===== config.mk =====
export PLATFORM = sky130hd
export DESIGN_NAME = fcvt_top
export DESIGN_NICKNAME = d
export VERILOG_FILES = /design/src/design/fcvt_pkg.sv /design/src/design/fcvt_unpack.sv /design/src/design/fcvt_normalize.sv /design/src/design/fcvt_align.sv /design/src/design/fcvt_round.sv /design/src/design/fcvt_finish.sv /design/src/design/fcvt_top.sv
export VERILOG_INCLUDE_DIRS = /design/src /design/src/design
export SDC_FILE = /design/constraint.sdc
export NUM_CORES = 1
export LEC_CHECK = 0
export ABC_AREA = 1
export BUFFER_PORTS_ARGS = -buffer_cell sky130_fd_sc_hd__buf_2
export CAP_MARGIN = 5
export CORE_MARGIN = 8
export CORE_UTILIZATION = 45
export DETAILED_ROUTE_END_ITERATION = 8
export GPL_TIMING_DRIVEN = 0
export PLACE_DENSITY_LB_ADDON = 0.08
export SYNTH_ARGS = -nofsm -noshare
export SYNTH_HDL_FRONTEND = slang
export SYNTH_SLANG_ARGS = --single-unit

===== constraint.sdc =====
create_clock -name clk_i -period 18.13 [get_ports clk_i]
set_input_delay 3.626 -clock clk_i [delete_from_list [all_inputs] [get_ports clk_i]]
set_output_delay 3.626 -clock clk_i [all_outputs]
set_load 0.01 [all_outputs]

===== src/design/fcvt_macros.svh =====
`ifndef FCVT_MACROS_SVH
`define FCVT_MACROS_SVH

// single precision float format
`define FCVT_EXP_BITS 8
`define FCVT_MAN_BITS 23
`define FCVT_EXP_BIAS 127

// integer side
`define FCVT_INT_W 32

// internal datapath widths
`define FCVT_MANT_W 32   // max of int width and mantissa plus hidden bit
`define FCVT_EXP_W 10    // signed exponent, holds the smallest subnormal
`define FCVT_LZC_W 5
`define FCVT_SHAMT_W 6
`define FCVT_TAG_W 4

`endif


===== src/design/fcvt_pkg.sv =====
`include "fcvt_macros.svh"

package fcvt_pkg;

    typedef enum logic [1:0] {
        OP_F2I_S,
        OP_F2I_U,
        OP_I2F_S,
        OP_I2F_U
    } fcvt_op_e;

    typedef struct packed {
        logic is_zero;
        logic is_subnormal;
        logic is_normal;
        logic is_inf;
        logic is_nan;
        logic is_signaling;
    } fp_class_t;

    typedef struct packed {
        logic nv;
        logic dz;   // never set, no division here
        logic of;
        logic uf;
        logic nx;
    } fflags_t;

    typedef struct packed {
        fcvt_op_e               op;
        logic [`FCVT_INT_W-1:0] operand;
        logic [`FCVT_TAG_W-1:0] tag;
    } cvt_req_t;

    typedef struct packed {
        logic [`FCVT_INT_W-1:0] result;
        fflags_t                flags;
        logic [`FCVT_TAG_W-1:0] tag;
    } cvt_rsp_t;

    typedef struct packed {
        logic                    valid;
        fcvt_op_e                op;
        logic [`FCVT_TAG_W-1:0]  tag;
        fp_class_t               cls;
        logic                    sign;
        logic [`FCVT_EXP_W-1:0]  exp;    // raw exponent field, zero extended
        logic [`FCVT_MANT_W-1:0] mant;   // hidden bit + fraction, or |int|
    } s0_t;

    typedef struct packed {
        logic                    valid;
        fcvt_op_e                op;
        logic [`FCVT_TAG_W-1:0]  tag;
        fp_class_t               cls;
        logic                    sign;
        logic                    mant_zero;
        logic [`FCVT_MANT_W-1:0] mant;   // msb set unless zero
        logic [`FCVT_EXP_W-1:0]  exp;    // unbiased
    } s1_t;

    typedef struct packed {
        logic                    valid;
        fcvt_op_e                op;
        logic [`FCVT_TAG_W-1:0]  tag;
        fp_class_t               cls;
        logic                    sign;
        logic                    mant_zero;
        logic [2*`FCVT_MANT_W:0] mant;
        logic [`FCVT_EXP_W-1:0]  exp;
        logic                    of_pre;
    } s2_t;

    typedef struct packed {
        logic                   valid;
        fcvt_op_e               op;
        logic [`FCVT_TAG_W-1:0] tag;
        fp_class_t              cls;
        logic                   sign;
        logic                   mant_zero;
        logic                   of_pre;
        logic [`FCVT_INT_W-1:0] abs;
        logic                   rnd_sign;
        logic [1:0]             rs;     // round, sticky of the destination format
    } s3_t;

    function automatic logic op_is_itof(fcvt_op_e op);
        return (op == OP_I2F_S) || (op == OP_I2F_U);
    endfunction

    function automatic logic op_is_signed(fcvt_op_e op);
        return (op == OP_F2I_S) || (op == OP_I2F_S);
    endfunction

endpackage


===== src/design/fcvt_unpack.sv =====
`include "fcvt_macros.svh"

module fcvt_unpack (
    input  logic               clk_i,
    input  logic               reset_i,
    input  logic               stall_i,
    input  logic               valid_i,
    input  fcvt_pkg::cvt_req_t req_i,
    output fcvt_pkg::s0_t      s0_o
);
    import fcvt_pkg::*;

    logic [`FCVT_EXP_BITS-1:0] exp_field;
    logic [`FCVT_MAN_BITS-1:0] man_field;
    logic                      exp_ones;
    logic                      itof;
    logic                      int_sign;
    logic [`FCVT_MANT_W-1:0]   int_mant;
    logic [`FCVT_MANT_W-1:0]   fmt_mant;
    fp_class_t                 cls;
    s0_t                       s0_d;
    s0_t                       s0_q;

    assign exp_field = req_i.operand[`FCVT_MAN_BITS +: `FCVT_EXP_BITS];
    assign man_field = req_i.operand[`FCVT_MAN_BITS-1:0];
    assign exp_ones  = (exp_field == '1);

    // float operand class
    assign cls.is_zero      = (exp_field == '0) && (man_field == '0);
    assign cls.is_subnormal = (exp_field == '0) && (man_field != '0);
    assign cls.is_normal    = (exp_field != '0) && !exp_ones;
    assign cls.is_inf       = exp_ones && (man_field == '0);
    assign cls.is_nan       = exp_ones && (man_field != '0);
    assign cls.is_signaling = cls.is_nan && !man_field[`FCVT_MAN_BITS-1];   // quiet bit clear

    assign itof     = op_is_itof(req_i.op);
    assign int_sign = req_i.operand[`FCVT_INT_W-1] & op_is_signed(req_i.op);
    assign int_mant = int_sign ? -req_i.operand : req_i.operand;   // magnitude
    assign fmt_mant = `FCVT_MANT_W'({cls.is_normal, man_field});   // hidden bit + fraction

    always_comb begin
        s0_d.valid = valid_i;
        s0_d.op    = req_i.op;
        s0_d.tag   = req_i.tag;
        s0_d.cls   = cls;
        s0_d.sign  = itof ? int_sign : req_i.operand[`FCVT_INT_W-1];
        s0_d.exp   = `FCVT_EXP_W'(exp_field);
        s0_d.mant  = itof ? int_mant : fmt_mant;
    end

    always_ff @(posedge clk_i) begin
        if (reset_i) begin
            s0_q.valid <= 1'b0;
        end else if (!stall_i) begin
            s0_q <= s0_d;
        end
    end

    assign s0_o = s0_q;

endmodule


===== src/design/fcvt_normalize.sv =====
`include "fcvt_macros.svh"

module fcvt_normalize (
    input  logic          clk_i,
    input  logic          reset_i,
    input  logic          stall_i,
    input  fcvt_pkg::s0_t s0_i,
    output fcvt_pkg::s1_t s1_o
);
    import fcvt_pkg::*;

    logic [`FCVT_LZC_W-1:0] lzc;
    logic                   mant_zero;
    logic [`FCVT_EXP_W-1:0] int_exp;
    logic [`FCVT_EXP_W-1:0] fp_exp;
    s1_t                    s1_d;
    s1_t                    s1_q;

    // leading zero count, highest set bit wins
    always_comb begin
        lzc = '0;
        for (int i = 0; i < `FCVT_MANT_W; i++) begin
            if (s0_i.mant[i]) begin
                lzc = `FCVT_LZC_W'(`FCVT_MANT_W - 1 - i);
            end
        end
    end

    assign mant_zero = (s0_i.mant == '0);   // integer zero

    assign int_exp = `FCVT_EXP_W'(`FCVT_MANT_W - 1) - `FCVT_EXP_W'(lzc);

    // subnormals use exponent 1, then undo the hidden-bit offset and the bias
    assign fp_exp = s0_i.exp + `FCVT_EXP_W'(s0_i.cls.is_subnormal)
                  + `FCVT_EXP_W'(`FCVT_MANT_W - 1 - `FCVT_MAN_BITS - `FCVT_EXP_BIAS)
                  - `FCVT_EXP_W'(lzc);

    always_comb begin
        s1_d.valid     = s0_i.valid;
        s1_d.op        = s0_i.op;
        s1_d.tag       = s0_i.tag;
        s1_d.cls       = s0_i.cls;
        s1_d.sign      = s0_i.sign;
        s1_d.mant_zero = mant_zero;
        s1_d.mant      = s0_i.mant << lzc;
        s1_d.exp       = op_is_itof(s0_i.op) ? int_exp : fp_exp;
    end

    always_ff @(posedge clk_i) begin
        if (reset_i) begin
            s1_q.valid <= 1'b0;
        end else if (!stall_i) begin
            s1_q <= s1_d;
        end
    end

    assign s1_o = s1_q;

endmodule


===== src/design/fcvt_align.sv =====
`include "fcvt_macros.svh"

module fcvt_align (
    input  logic          clk_i,
    input  logic          reset_i,
    input  logic          stall_i,
    input  fcvt_pkg::s1_t s1_i,
    output fcvt_pkg::s2_t s2_o
);
    import fcvt_pkg::*;

    logic [`FCVT_EXP_W-1:0]   dest_exp;    // rebiased for float results
    logic [2*`FCVT_MANT_W:0]  preshift;
    logic [`FCVT_SHAMT_W-1:0] shamt;
    logic [`FCVT_EXP_W-1:0]   final_exp;
    logic                     of_pre;
    logic                     uns;
    s2_t                      s2_d;
    s2_t                      s2_q;

    assign dest_exp = s1_i.exp + `FCVT_EXP_W'(`FCVT_EXP_BIAS);
    assign uns      = !op_is_signed(s1_i.op);

    always_comb begin
        final_exp = dest_exp;
        preshift  = {s1_i.mant, {(`FCVT_MANT_W + 1){1'b0}}};   // mantissa at the top
        shamt     = '0;
        of_pre    = 1'b0;
        if (op_is_itof(s1_i.op)) begin
            if ($signed(dest_exp) >= (2**`FCVT_EXP_BITS - 1)) begin
                final_exp = `FCVT_EXP_W'(2**`FCVT_EXP_BITS - 2);   // largest normal
                preshift  = '1;                                     // R and S set too
                of_pre    = 1'b1;
            end else if ($signed(dest_exp) < -`FCVT_MAN_BITS) begin
                // cap the shift so the sticky bit survives
                final_exp = '0;
                shamt     = `FCVT_SHAMT_W'(`FCVT_MAN_BITS + 2);
            end else if ($signed(dest_exp) < 1) begin
                final_exp = '0;   // subnormal result
                shamt     = `FCVT_SHAMT_W'(1 - $signed(dest_exp));
            end
        end else begin
            if ($signed(s1_i.exp) >= (`FCVT_INT_W - 1) + int'(uns)) begin
                of_pre = 1'b1;   // unsigned range is one bit wider
            end else if ($signed(s1_i.exp) < -1) begin
                shamt = `FCVT_SHAMT_W'(`FCVT_INT_W + 1);   // all into sticky
            end else begin
                shamt = `FCVT_SHAMT_W'((`FCVT_INT_W - 1) - $signed(s1_i.exp));
            end
        end
    end

    always_comb begin
        s2_d.valid     = s1_i.valid;
        s2_d.op        = s1_i.op;
        s2_d.tag       = s1_i.tag;
        s2_d.cls       = s1_i.cls;
        s2_d.sign      = s1_i.sign;
        s2_d.mant_zero = s1_i.mant_zero;
        s2_d.mant      = preshift >> shamt;
        s2_d.exp       = final_exp;
        s2_d.of_pre    = of_pre;
    end

    always_ff @(posedge clk_i) begin
        if (reset_i) begin
            s2_q.valid <= 1'b0;
        end else if (!stall_i) begin
            s2_q <= s2_d;
        end
    end

    assign s2_o = s2_q;

endmodule


===== src/design/fcvt_round.sv =====
`include "fcvt_macros.svh"

module fcvt_round (
    input  logic          clk_i,
    input  logic          reset_i,
    input  logic          stall_i,
    input  fcvt_pkg::s2_t s2_i,
    output fcvt_pkg::s3_t s3_o
);
    import fcvt_pkg::*;

    logic [`FCVT_MAN_BITS-1:0] final_mant;
    logic [`FCVT_INT_W-1:0]    final_int;
    logic [1:0]                fp_rs;
    logic [1:0]                int_rs;
    logic [1:0]                rs;
    logic [`FCVT_INT_W-1:0]    pre_round;
    logic                      round_up;
    logic                      itof;
    s3_t                       s3_d;
    s3_t                       s3_o_q;

    assign itof = op_is_itof(s2_i.op);

    // float candidate, top bit is the hidden one and is dropped
    assign final_mant = s2_i.mant[2*`FCVT_MANT_W-1 -: `FCVT_MAN_BITS];
    assign fp_rs[1]   = s2_i.mant[2*`FCVT_MANT_W-1-`FCVT_MAN_BITS];
    assign fp_rs[0]   = |s2_i.mant[2*`FCVT_MANT_W-2-`FCVT_MAN_BITS:0];

    // integer candidate
    assign final_int = s2_i.mant[2*`FCVT_MANT_W -: `FCVT_INT_W];
    assign int_rs[1] = s2_i.mant[2*`FCVT_MANT_W-`FCVT_INT_W];
    assign int_rs[0] = |s2_i.mant[2*`FCVT_MANT_W-`FCVT_INT_W-1:0];

    assign rs        = itof ? fp_rs : int_rs;
    assign pre_round = itof ? {1'b0, s2_i.exp[`FCVT_EXP_BITS-1:0], final_mant} : final_int;

    // nearest even, a mantissa carry rolls into the exponent
    assign round_up = rs[1] & (rs[0] | pre_round[0]);

    always_comb begin
        s3_d.valid     = s2_i.valid;
        s3_d.op        = s2_i.op;
        s3_d.tag       = s2_i.tag;
        s3_d.cls       = s2_i.cls;
        s3_d.sign      = s2_i.sign;
        s3_d.mant_zero = s2_i.mant_zero;
        s3_d.of_pre    = s2_i.of_pre;
        s3_d.abs       = pre_round + `FCVT_INT_W'(round_up);
        s3_d.rnd_sign  = s2_i.sign;   // RNE keeps the sign
        s3_d.rs        = rs;
    end

    always_ff @(posedge clk_i) begin
        if (reset_i) begin
            s3_o_q.valid <= 1'b0;
        end else if (!stall_i) begin
            s3_o_q <= s3_d;
        end
    end

    assign s3_o = s3_o_q;

endmodule


===== src/design/fcvt_finish.sv =====
`include "fcvt_macros.svh"

module fcvt_finish (
    input  logic               clk_i,
    input  logic               reset_i,
    input  logic               stall_i,
    input  fcvt_pkg::s3_t      s3_i,
    output logic               valid_o,
    output fcvt_pkg::cvt_rsp_t rsp_o
);
    import fcvt_pkg::*;

    logic                   itof;
    logic                   uns;
    logic                   of_post;
    logic                   uf_post;
    logic [`FCVT_INT_W-1:0] fmt_result;
    logic [`FCVT_INT_W-1:0] int_result;
    logic [`FCVT_INT_W-1:0] int_special;
    logic                   int_is_special;
    fflags_t                fp_flags;
    fflags_t                int_flags;
    cvt_rsp_t               rsp_d;
    cvt_rsp_t               rsp_q;
    logic                   valid_q;

    assign itof = op_is_itof(s3_i.op);
    assign uns  = !op_is_signed(s3_i.op);

    // float result, exponent field decides post-round class
    assign fmt_result = (itof & s3_i.mant_zero) ? '0 :
                        {s3_i.rnd_sign, s3_i.abs[`FCVT_INT_W-2:0]};
    assign of_post    = (s3_i.abs[`FCVT_MAN_BITS +: `FCVT_EXP_BITS] == '1);
    assign uf_post    = (s3_i.abs[`FCVT_MAN_BITS +: `FCVT_EXP_BITS] == '0);

    assign int_result = s3_i.rnd_sign ? -s3_i.abs : s3_i.abs;   // back to two's complement

    // saturation value
    always_comb begin
        if (s3_i.sign && !s3_i.cls.is_nan) begin
            int_special = {~uns, {(`FCVT_INT_W - 1){1'b0}}};
        end else begin
            int_special = {uns, {(`FCVT_INT_W - 1){1'b1}}};
        end
    end

    assign int_is_special = s3_i.cls.is_nan | s3_i.cls.is_inf | s3_i.of_pre
                          | (s3_i.sign & uns & (int_result != '0));   // negative into unsigned

    always_comb begin
        fp_flags    = '0;
        fp_flags.nv = s3_i.of_pre | of_post;
        fp_flags.nx = |s3_i.rs;
        fp_flags.uf = fp_flags.nx & uf_post;
        int_flags    = '0;
        int_flags.nv = int_is_special;
        int_flags.nx = !int_is_special & (|s3_i.rs);
    end

    always_comb begin
        rsp_d.tag = s3_i.tag;
        if (itof) begin
            rsp_d.result = fmt_result;
            rsp_d.flags  = fp_flags;
        end else begin
            rsp_d.result = int_is_special ? int_special : int_result;
            rsp_d.flags  = int_flags;
        end
    end

    always_ff @(posedge clk_i) begin
        if (reset_i) begin
            valid_q <= 1'b0;
        end else if (!stall_i) begin
            valid_q <= s3_i.valid;
            rsp_q   <= rsp_d;
        end
    end

    assign valid_o = valid_q;
    assign rsp_o   = rsp_q;

endmodule


===== src/design/fcvt_top.sv =====
module fcvt_top (
    input  logic               clk_i,
    input  logic               reset_i,
    input  logic               valid_i,
    output logic               ready_o,
    input  fcvt_pkg::cvt_req_t req_i,
    output logic               valid_o,
    input  logic               ready_i,
    output fcvt_pkg::cvt_rsp_t rsp_o
);
    fcvt_pkg::s0_t s0;
    fcvt_pkg::s1_t s1;
    fcvt_pkg::s2_t s2;
    fcvt_pkg::s3_t s3;
    logic          stall;

    // output held, every stage freezes
    assign stall   = valid_o & ~ready_i;
    assign ready_o = ~stall;

    fcvt_unpack u_unpack (
        .clk_i   (clk_i),
        .reset_i (reset_i),
        .stall_i (stall),
        .valid_i (valid_i),
        .req_i   (req_i),
        .s0_o    (s0)
    );

    fcvt_normalize u_normalize (
        .clk_i   (clk_i),
        .reset_i (reset_i),
        .stall_i (stall),
        .s0_i    (s0),
        .s1_o    (s1)
    );

    fcvt_align u_align (
        .clk_i   (clk_i),
        .reset_i (reset_i),
        .stall_i (stall),
        .s1_i    (s1),
        .s2_o    (s2)
    );

    fcvt_round u_round (
        .clk_i   (clk_i),
        .reset_i (reset_i),
        .stall_i (stall),
        .s2_i    (s2),
        .s3_o    (s3)
    );

    fcvt_finish u_finish (
        .clk_i   (clk_i),
        .reset_i (reset_i),
        .stall_i (stall),
        .s3_i    (s3),
        .valid_o (valid_o),
        .rsp_o   (rsp_o)
    );

endmodule


After elaboration in Yosys (flattened, before gate mapping) --
Index checks and enable logic that the tools add are counted.
Word-level totals: output and inout port bits 43, logic and storage cells 183, register bits after elaboration 277, input port bits 42
Operators by class: reductions and logical operators 32, $add $sub $neg 11, equal/unequal tests 12, shift operators 2, bitwise gates (word level) 16, multiplexer cells 58, magnitude comparators 5
Operators by type and width (number):
- 32-bit 2-to-1 mux | 6
- 5-bit 2-to-1 mux | 32
- 65-bit 2-to-1 mux | 2
- 65-bit by 6-bit >> shifter with 65-bit output | 1
- 32-bit negation | 2
- 40-bit OR reduction | 1
- 37-bit 2-to-1 mux | 1
- 6-bit 2-to-1 mux | 6
- 32-bit by 1-bit adder with 32-bit output | 1
- 32-bit logical NOT | 1
- 8-bit 2-to-1 mux | 4
- 32-bit nonzero test | 1
- 32-bit OR reduction | 1
- 32-bit by 5-bit << shifter with 32-bit output | 1
- 24-bit 2-to-1 mux | 1
- 23-bit logical NOT | 1
- 23-bit nonzero test | 1
- 2-bit equality test (second input constant) | 10
- 8-bit equality test (second input constant) | 2
- 8-bit logical NOT | 2
- 10-bit adder (second input constant) | 1
- 10-bit by 7-bit adder with 10-bit output (second input constant) | 1
- 10-bit by 7-bit greater-or-equal comparator with 1-bit output | 1
- 10-bit by 9-bit greater-or-equal comparator with 1-bit output (second input constant) | 1
- other kinds (22) | 55

Logic depth before layout (Yosys ltp) --
Gate-level depths: netlist of run 1.
depth in word-level cells 34, gate-level depth with buffers 43

Cells and area by module --
Synthesis of run 1 repeated with hierarchy kept, for this count alone.
Second synthesis, totals: cells, all modules 2927, area total of the unflattened synthesis 21047.7 um2
By module, submodules not included:
- fcvt_align | area an instance 7243.2 um2, instances 1, cells each 1042
- fcvt_normalize | area an instance 4375.4 um2, instances 1, cells each 625
- fcvt_finish | area an instance 3378.2 um2, instances 1, cells each 545
- fcvt_round | area an instance 3184.3 um2, instances 1, cells each 413
- fcvt_unpack | area an instance 2849.0 um2, instances 1, cells each 298
- fcvt_top | area an instance 17.5 um2, instances 1, cells each 4

Worst setup path before layout of run 1 --
No wires, ideal clock.
path type input -> register, from input port ready_i, to register u_align.s2_q (netlist bit u_align.s2_o[0]) (enable), path slack 2.320 ns, stages on the path 2, path buffers 0, arrival 14.904 ns, setup time 0.906 ns, cell sequence nor2_1 nor2_1
On the way: longest elaborated chain between the ends 4
RTL lines:
- start: declaration | line fcvt_top.sv:8 | input logic ready_i,
- 1-bit inverter | line fcvt_top.sv:18 | assign stall = valid_o & ~ready_i;
- 1-bit AND | line fcvt_top.sv:18
- 1-bit inverter (no line)
- 2-bit AND reduction (no line)
- end: declaration | line fcvt_align.sv:19 | s2_t s2_q;
Every way passes these cells. A chain may end at the register's enable or synchronous reset.

Final worst setup path of run 1 --
from input port ready_i, to output port ready_o
On the way: longest elaborated chain between the ends 3
RTL lines:
- 1-bit inverter | line fcvt_top.sv:18
- 1-bit AND | line fcvt_top.sv:18
- 1-bit inverter (no line)
- end: declaration | line fcvt_top.sv:5 | output logic ready_o,
Every way passes these cells.

==> results of run 1 <==
## synth_stat cells, drive strengths merged, types with 4 or more instances
library cell and number:
nand2 557, edfxtp 270, nand3 248, inv 239, o21ai 192, nor2 173, xor2 68, clkbuf 64
a21oi 61, nor3 44, buf 36, nor4 30, or2 29, ha 28, xnor2 26, nand4 21
mux2i 20, o31ai 14, o221ai 12, o211ai 10, a31oi 8, dfxtp 5, clkinv 4, o21a 4
## cell type report
| cell class | count | area [um2] | share of cell area (%) |
|---|---|---|---|
| plain buffers | 100 | 447 | 2.25 |
| well taps | 518 | 648 | 3.26 |
| repair buffers | 90 | 571 | 2.87 |
| flip-flops and latches | 275 | 8210 | 41.3 |
| clock inverters | 19 | 179 | 0.900 |
| clock buffers | 37 | 777 | 3.91 |
| multi-input cells | 1574 | 8130 | 40.9 |
| inverters | 243 | 912 | 4.59 |
## final timing paths
check / depth (start not counted) / to / slack (ns) / startpoint
setup / recovery: 4 / ready_o / 10.02 / ready_i
hold reg to reg: 0 / u_round.s3_o[36] / 0.40 / u_align.s2_o[76]
setup reg to reg: 22 / u_round.s3_o[33] / 12.76 / u_align.s2_o[89]
hold / removal: 0 / u_round.s3_o[36] / 0.40 / u_align.s2_o[76]
## metal layers
layer,track usage [%],vias up,share of wire [%]
met5,0,-,0
met4,5.99,0,3.0
met3,2.43,97,3.5
met2,38.3,308,50
met1,25.4,7137,43
li1,-,7644,-
## flip-flops by register name, summed over array words and instances, names as in the netlist
name,count
u_align.s2_o,85
u_normalize.s1_o,53
u_unpack.s0_o,51
u_round.s3_o,46
u_finish.rsp_o,39
u_finish.valid_o,1
## power by group
part           total (mW)  switching [mW]  internal (mW)
clock               0.590           0.244          0.346
sequential          0.863          0.0492          0.814
combinational       0.612           0.423          0.190
total                2.07           0.716           1.35
## cell families (layout without fill, tap and decap cells)
group | after synthesis | after routing | share of synthesized area [%]
AND/OR/NAND/NOR | 1115 | 1115 | 28.0
buffers and inverters | 343 | 489 | 7.68
AO/OA/AOI/OAI | 314 | 314 | 9.97
flip-flops | 275 | 275 | 46.4
XOR/XNOR | 94 | 94 | 4.70
adder cells (fa/ha/maj) | 29 | 29 | 2.09
multiplexers | 20 | 20 | 1.13
other | 1 | 2 | 0.0212
## metrics by stage
stage / hold slack, ns / setup slack (ns) / instances
2_1_floorplan: 0.400 / 2.32 / 2192
3_3_place_gp: 0.401 / -1.98 / 2792
3_5_place_dp: 0.405 / 10.01 / 2800
4_1_cts: 0.399 / 10.01 / 2856
5_1_grt: 0.408 / 9.91 / 2856
6_report: 0.402 / 10.02 / 2856
## worst max-delay path: stages
cell and delay (ns):
buf_2 0.09, nor2_1 0.40, inv_1 0.19, buf_2 0.18
==> key figures, run 1 <==
STA
  • Tmin final: about 8 ns
  • Worst-Margin Slew: 0.954 ns
  • # setup viols final: 0
  • TNS Setup: 0 ns
  • Slew headroom: 35.6%
  • Peak Freq: 123 MHz
  • Final Max Tran Viols: 0
  • Final hold vios: 0
  • Fin crit share: about 45%
  • RSZ-0062 raised after global routing: false
  • Clk_skew: 0.0275 ns

Synth
  • Cell Area, Synth: 17,700 um2
  • Primary FF master, synth: edfxtp_1
  • Cell variety after synth: slightly below 60
  • Top post-synthesis cells by area: edfxtp_1 (46%), nand2_1 (12%), nand3_1 (6.8%)
  • Yosys top cell area share: 45.8%
  • Yosys reg bits: around 280
  • Post-synth EDFFs: 270
  • Post-synth ARST share: 0%
  • Synth Warn #: 0
  • Synthesized instance count: 2,191
  • Post-synth top area cell: edfxtp_1
  • Seq/Total Area, Yosys: between 40 and 50%
  • Mean Syn Cell Area: 8.07 um2

Route
  • Routed WL per cell: 17.2 um
  • Post-DRT Antenna Nets: 0
  • Number of DRC markers in iteration 0: 1,046
  • DR vias/cell: roughly 5.3
  • # DRC: 0
  • DR pass1 iterations: 5
  • Routed wire length: 49,200 um
  • Via count: 15,200

Die
  • Die Height: 214 um
  • Starting Density: 45.7%
  • Die X-Extent: around 210 um
  • FP Rows: 72
  • Floorplan core area: between 30,000 and 40,000 um2
  • Die area: between 40,000 and 50,000 um2
  • I/O pins: 85

Clock tree
  • Clk_lat worst skew: 0.58 ns
  • Root Driver: clkbuf_16
  • Setup Buffers After CTS: 0
  • Clock slew at reported path FFs: approximately 0.06 ns
  • TritonCTS clock tree: done
  • Total CTS buffers: 30
  • H-tree levels: 1
  • Max clock buf depth: 3
  • Resize count post-CTS: 0
  • Post-CTS Hold Buffers: 0
  • Clock sinks: 275

GRT
  • Initial antenna violation count: 0
  • Tot GR Track Use: 20.9%
  • First-pass GRT wire length: 78,800 um
  • Total grt overflow: 0
  • Largest net degree at the start of global routing: 39
  • Vias in the first global route: ~15,000

Layout
  • # diodes: 0
  • Share of layout cells above drive strength 1: under 10%
  • Synth-to-layout area growth: 12.4%
  • Fillers: 3,842
  • Util after Layout: 51.3%
  • Most common cell after layout, fill and taps aside: nand2_1
  • Final instance area: 19,900 um2
  • Commonest non-fill, non-tap cells in the layout: nand2_1 (554), edfxtp_1 (270), nand3_1 (241), inv_1 (234), nor2_1 (169)
  • Final net count: 2,385

Place
  • Dpl hpwl: 39,400 um
  • DP Area: ~19,000 um2
  • Routability cong.: between 0.9 and 1
  • Port bufs: 82

Worst setup path
  • Worst-path fanout max: 7
  • Crit. End Element: primary output
  • Worst Path Required: 14.50 ns
  • Worst Path Arrival: 4.49 ns
  • Kind of critical path: input pin to primary output
  • Startpoint types: input pin

Power and ir drop
  • Pleak: 8.32 nW
  • PwrDens: 104 nW/um2
  • Power Total: between 2 and 2.5 mW
  • Worst vdd ir: roughly 0.076 mV

Hold path
  • Worst hold path type: flop to flop

Status
  • Status: finished, final reports clean

Run
  • Max-Cap Viols: 0
(Power assumes the default switching activity.)
==> inputs of run 2 (changes only) <==
==> constraint.sdc (replaced) <==
create_clock -name clk_i -period 8.3 [get_ports clk_i]
set_input_delay 1.66 -clock clk_i [delete_from_list [all_inputs] [get_ports clk_i]]
set_output_delay 1.66 -clock clk_i [all_outputs]
set_load 0.01 [all_outputs]
==> run 2 against run 1 <==
Hold slack better by 0.0089 ns. Global-route usage rose by 0.15 points. Flip-flop and latch count unchanged. Critical endpoint is now u_round.s3_o[33]. Highest routed layer unchanged. Non-clock buffer count is the same. Count of clock-buffer cells in the layout grew 9.
==> key figures, run 2 (synthesis gave the netlist of run 1 again) <==
Worst setup path
  • Worst Path Required: 8.58 ns
  • Worst Path Arrival: approximately 5.6 ns
  • Crit. End Element: flop
  • Worst-path fanout max: 10
  • Startpoint types: flop
  • Reg2Reg Depth: 22
  • R2R Setup Slk: 2.97 ns
  • Kind of critical path: flop to flop

Power and ir drop
  • Clock power share: between 30% and 40%
  • Logic pwr share: 28.6%
  • PwrDens: 232 nW/um2
  • Pleak: around 8.4 nW
  • Worst vdd ir: 0.138 mV
  • Sw Share: 34.1%
  • Sequential share of power: 40.7%
  • Net switching power: around 1.6 mW
  • Power Internal: slightly above 3 mW

STA
  • Final hold slack: approximately 0.41 ns
  • Final worst slack: 2.97 ns
  • Clk_skew: 0.0233 ns
  • Worst-Margin Slew: 1.00 ns
  • Final Max Tran Viols: 0
  • Final hold vios: 0
  • RSZ-0062 raised after global routing: false
  • Fin crit share: ~64%
  • Tmin final: 5.33 ns
  • # setup viols final: 0
  • TNS Setup: 0 ns
  • Peak Freq: about 190 MHz
  • Slew headroom: 32.5%

Place
  • Setup slack at placement: 2.95 ns
  • Port bufs: 82
  • Routability cong.: 0.957
  • Dpl hpwl: between 30,000 and 40,000 um

Route
  • DR vias/cell: roughly 5.4
  • Post-DRT Antenna Nets: 0
  • Routed wire length: 49,300 um
  • Via count: 15,500
  • Routed WL per cell: 17.2 um
  • DR pass1 iterations: 6
  • # DRC: 0
  • Number of DRC markers in iteration 0: ~1,200

Die
  • Die area: approximately 46,000 um2
  • Starting Density: between 40% and 50%
  • Die Height: 214 um
  • FP Rows: 72
  • Floorplan core area: 38,700 um2
  • Die X-Extent: about 210 um
  • I/O pins: 85

Run
  • Max-Cap Viols: 0

Clock tree
  • TritonCTS clock tree: done
  • Total CTS buffers: 34
  • Resize count post-CTS: 0
  • Root Driver: clkbuf_16
  • H-tree levels: 2
  • Clock slew at reported path FFs: approximately 0.06 ns
  • Setup Buffers After CTS: 0
  • Clock sinks: 275
  • Post-CTS Hold Buffers: 0
  • Max clock buf depth: 3
  • Clk_lat worst skew: 0.54 ns

Layout
  • Fillers: roughly 3,800
  • Commonest non-fill, non-tap cells in the layout: nand2_1 (554), edfxtp_1 (270), nand3_1 (241), inv_1 (234), nor2_1 (169)
  • # diodes: 0
  • Final net count: 2,389
  • Synth-to-layout area growth: 13.0%
  • Max reg flops: 85
  • Most common cell after layout, fill and taps aside: nand2_1
  • Share of layout cells above drive strength 1: between 9 and 10%

GRT
  • Initial antenna violation count: 0
  • First-pass GRT wire length: between 70,000 and 80,000 um
  • Vias in the first global route: ~15,000
  • Total grt overflow: 0
  • Tot GR Track Use: 21.0%
  • Largest net degree at the start of global routing: 38

Status
  • Status: finished, final reports clean

Hold path
  • Worst hold path type: flop to flop
  • WHS Path Cells: 0
## run 2: worst paths after layout
check,start,to
min,u_normalize.s1_o[46],u_align.s2_o[80]
max reg2reg,u_align.s2_o[89],u_round.s3_o[33]
min reg2reg,u_normalize.s1_o[46],u_align.s2_o[80]
max,u_align.s2_o[89],u_round.s3_o[33]
## run 2: final cells by class
| class | count | area, um2 | share of cell area, % |
|---|---|---|---|
| buffer | 100 | 447 | 2.23 |
| tap | 518 | 648 | 3.24 |
| clock buffer | 46 | 917 | 4.59 |
| sequential | 275 | 8210 | 41.1 |
| multi-input combinational | 1574 | 8130 | 40.7 |
| timing repair buffer | 90 | 578 | 2.89 |
| clock inverter | 13 | 145 | 0.726 |
| inverter | 243 | 912 | 4.56 |
## run 2: metal layers
metal | wire (um) | track usage [%]
met1 | 20900 | 25.3
met2 | 24500 | 37.4
met3 | 2080 | 3.07
met4 | 1860 | 8.27
met5 | 0 | 0
## run 2: metrics by stage
stage | power (mW) | instance area (um2) | instances | utilization [%]
3_5_place_dp | 3.23 | 18900 | 2800 | 48.9
3_3_place_gp | 3.22 | 18800 | 2792 | 48.4
5_1_grt | 4.90 | 20000 | 2859 | 51.6
2_1_floorplan | 2.79 | 17700 | 2192 | -
4_1_cts | 4.67 | 20000 | 2859 | 51.6
6_report | 4.64 | 20000 | 2859 | 51.6
## run 2: power by group through the flow
stage	clock network, mW	registers (mW)	logic [mW]
2_1_floorplan	0	1.89	0.906
3_5_place_dp	0	1.92	1.31
5_1_grt	1.51	1.91	1.48
4_1_cts	1.46	1.89	1.31
6_report	1.42	1.89	1.33
3_3_place_gp	0	1.93	1.29
## run 2: critical path: stages (launching register included)
cell and delay, ns:
edfxtp_1 0.51, buf_4 0.23, clkbuf_1 0.34, clkbuf_1 0.35
buf_1 0.51, a211o_1 0.28, o21ai_0 0.09, inv_1 0.06
ha_1 0.16, ha_1 0.18, nand3_1 0.12, nor2_1 0.18
nand3_1 0.13, inv_1 0.07, nand2_1 0.10, nor3_2 0.19
nand4_1 0.21, nor4b_2 0.37, nand4_1 0.22, nor4_1 0.35
nand4_1 0.20, nor2_1 0.16, xnor2_1 0.07
==> inputs of run 3 (changes only) <==
--- a/config.mk
+++ b/config.mk
@@ -6,7 +6,7 @@
 export SDC_FILE = /design/constraint.sdc
 export NUM_CORES = 1
 export LEC_CHECK = 0
-export ABC_AREA = 1
+export ABC_AREA = 0
 export BUFFER_PORTS_ARGS = -buffer_cell sky130_fd_sc_hd__buf_2
 export CAP_MARGIN = 5
 export CORE_MARGIN = 8
==> constraint.sdc (replaced) <==
create_clock -name clk_i -period 5.6 [get_ports clk_i]
set_input_delay 1.12 -clock clk_i [delete_from_list [all_inputs] [get_ports clk_i]]
set_output_delay 1.12 -clock clk_i [all_outputs]
set_load 0.01 [all_outputs]
==> run 3 against run 2 <==
Global-route usage rose by 2.7 points. Clock power rose by 54%. Final cell count fell by 11%. Core utilization is 0.32 points lower. Die area grew 3.0%. Register-to-register slack worse by 2.7 ns. Combinational power rose by 45%. Critical path type unchanged. Critical endpoint is now u_align.s2_o[34]. Wire length up 18%.
==> key figures, run 3 <==
Place
  • Routability cong.: about 0.94
  • Placed insts: roughly 2,500
  • Dpl hpwl: 44,800 um
  • Port bufs: 82

Synth
  • Most frequent cell after synthesis: edfxtp_1
  • Post-synth EDFFs: 270
  • Yosys top cell area share: 44.4%
  • Synth Warn #: 0
  • Cell Area, Synth: 18,300 um2
  • Top post-synthesis cells by area: edfxtp_1 (44%), mux2i_1 (8.6%), nor2_1 (3.9%)
  • Synth top cells by count: edfxtp_1 (270), nor2_1 (192), nand2_1 (176), mux2i_1 (157), a21oi_1 (97)
  • Yosys reg bits: 275
  • Post-synth ARST share: 0%
  • Primary FF master, synth: edfxtp_1
  • Seq/Total Area, Yosys: 44.9%
  • Cell variety after synth: slightly above 90
  • Mean Syn Cell Area: 9.78 um2
  • Synthesized instance count: 1,868
  • Post-synth top area cell: edfxtp_1

Route
  • # DRC: 0
  • Routed wire length: ~58,000 um
  • Number of DRC markers in iteration 0: 1,301
  • DR pass1 iterations: 6
  • Via count: 15,700
  • Routed WL per cell: 22.8 um
  • Post-DRT Antenna Nets: 0
  • DR vias/cell: 6.16

Worst setup path
  • Worst-path fanout max: 10
  • Reg2Reg Depth: 16
  • Crit path launch: u_normalize.s1_o[0]
  • Crit Reg-Reg Startpoint: u_normalize.s1_o[0]
  • Kind of critical path: flop to flop
  • Worst Path Arrival: between 5 and 6 ns
  • Startpoint types: flop
  • Crit. End Element: flop
  • Worst Path Required: between 5 and 6 ns
  • Critical R2R Capture: u_align.s2_o[34]
  • R2R Setup Slk: 0.26 ns

Clock tree
  • Clk_lat worst skew: about 0.57 ns
  • TritonCTS clock tree: done
  • Root Driver: clkbuf_16
  • Clock slew at reported path FFs: 0.06 ns
  • H-tree levels: 1
  • Total CTS buffers: 31
  • Post-CTS Hold Buffers: 0
  • Max clock buf depth: 3
  • Clock sinks: approximately 280

GRT
  • Vias in the first global route: ~16,000
  • Initial antenna violation count: 0
  • Tot GR Track Use: 23.7%
  • First-pass GRT wire length: 89,400 um
  • Total grt overflow: 0
  • Largest net degree at the start of global routing: 37

Hold path
  • Hold_sp: u_unpack.s0_o[44]
  • Worst hold path type: flop to flop
  • WHS Endpoint: u_normalize.s1_o[45]
  • WHS Path Cells: 0

STA
  • Slew headroom: roughly 18%
  • Fin crit share: 95.4%
  • # setup viols final: 0
  • Worst-Margin Slew: 1.22 ns
  • Final hold vios: 0
  • TNS Setup: 0 ns
  • Peak Freq: 187 MHz
  • Final hold slack: 0.414 ns
  • Final Max Tran Viols: 0
  • Tmin final: 5.34 ns
  • Clk_skew: 0.0188 ns
  • RSZ-0062 raised after global routing: false

Die
  • Die X-Extent: 217 um
  • FP Rows: 74
  • Starting Density: between 40% and 50%
  • Die Height: 217 um
  • Die area: 47,300 um2
  • Floorplan core area: 40,500 um2
  • I/O pins: 85

Layout
  • Final net count: 2,067
  • Cell Count, Final, Fillers Out: 2,551
  • Util after Layout: 51.3%
  • Most common cell after layout, fill and taps aside: edfxtp_1
  • Max reg flops: 85
  • Share of layout cells above drive strength 1: 12.2%
  • Commonest non-fill, non-tap cells in the layout: edfxtp_1 (270), nor2_1 (191), nand2_1 (176), mux2i_1 (155), buf_2 (100)
  • # diodes: 0
  • Fillers: 3,747
  • Synth-to-layout area growth: 13.6%

Power and ir drop
  • Worst vdd ir: between 0.2 and 0.3 mV
  • PwrDens: roughly 340 nW/um2
  • Pleak: approximately 7.6 nW

Status
  • Status: finished, final reports clean

Run
  • Max-Cap Viols: 0
-- run 3: cells by family after synthesis --
kind of cell	synth area share, %
AND/OR/NAND/NOR	16.8
other	0.0205
buffers and inverters	3.90
XOR/XNOR	4.65
adder cells (fa/ha/maj)	2.03
flip-flops	44.9
multiplexers	9.71
AO/OA/AOI/OAI	17.9
-- run 3: final cells by class --
cell class | instances | area, um2 | area share [%]
plain buffers | 118 | 543 | 2.62
inverters | 52 | 195 | 0.941
clock buffers | 35 | 791 | 3.81
multi-input cells | 1423 | 9410 | 45.4
clock inverters | 21 | 319 | 1.54
well taps | 532 | 666 | 3.21
repair buffers | 95 | 611 | 2.94
flip-flops and latches | 275 | 8210 | 39.6
-- run 3: worst max-delay path by stage --
stage,endpoint,slack (ns),cells after the start
6_report,u_align.s2_o[34],0.26,16
5_1_grt,u_round.s3_o[33],0.02,18
4_1_cts,u_align.s2_o[36],0.06,16
3_5_place_dp,u_round.s3_o[33],-1.13,19
3_3_place_gp,u_unpack.s0_o[47],-1.76,4
2_1_floorplan,u_align.s2_o[0],-0.27,3
-- run 3: per-layer routing --
layer  share of wire [%]  global-route usage (%)  vias up
met4                 3.8                    8.88        0
met2                  49                    40.8      561
met5                   0                       0        -
met1                  42                    29.5     7667
met3                 5.8                    3.87      131
li1                    -                       -     7355
-- run 3: report_power, final --
part,leakage [nW],internal (mW),switching (mW),total [mW]
clock,0.530,1.38,0.810,2.19
sequential,2.71,2.61,0.231,2.84
combinational,4.38,0.677,1.26,1.93
-- run 3: through the flow --
stage	setup WS, ns	power [mW]	cell area (um2)
floorplan	-0.266	4.06	18300
global placement	-1.76	4.73	19400
detailed placement	-1.13	4.74	19500
CTS	0.0648	6.96	20700
global route	0.0178	7.26	20700
finish	0.258	6.96	20700
-- run 3: timing repair --
action	CTS	global route
cloned	0	0
setup buffers	0	3
gates resized for setup	9	19
pin swaps	0	1
setup endpoints to repair	22	36
-- run 3: worst max-delay path, cell delays in order, from the launching register on --
cell,delay (ns)
edfxtp_1,0.55
clkbuf_2,0.32
inv_1,0.11
ha_1,0.28
clkbuf_2,0.22
nor3b_1,0.22
nand3_1,0.16
a311oi_1,0.55
o21ai_0,0.23
nor2_1,0.27
clkbuf_1,0.62
o22ai_1,0.18
nand2_1,0.14
o22ai_1,0.14
o32ai_1,0.88
nand2_1,0.11
o31ai_1,0.13
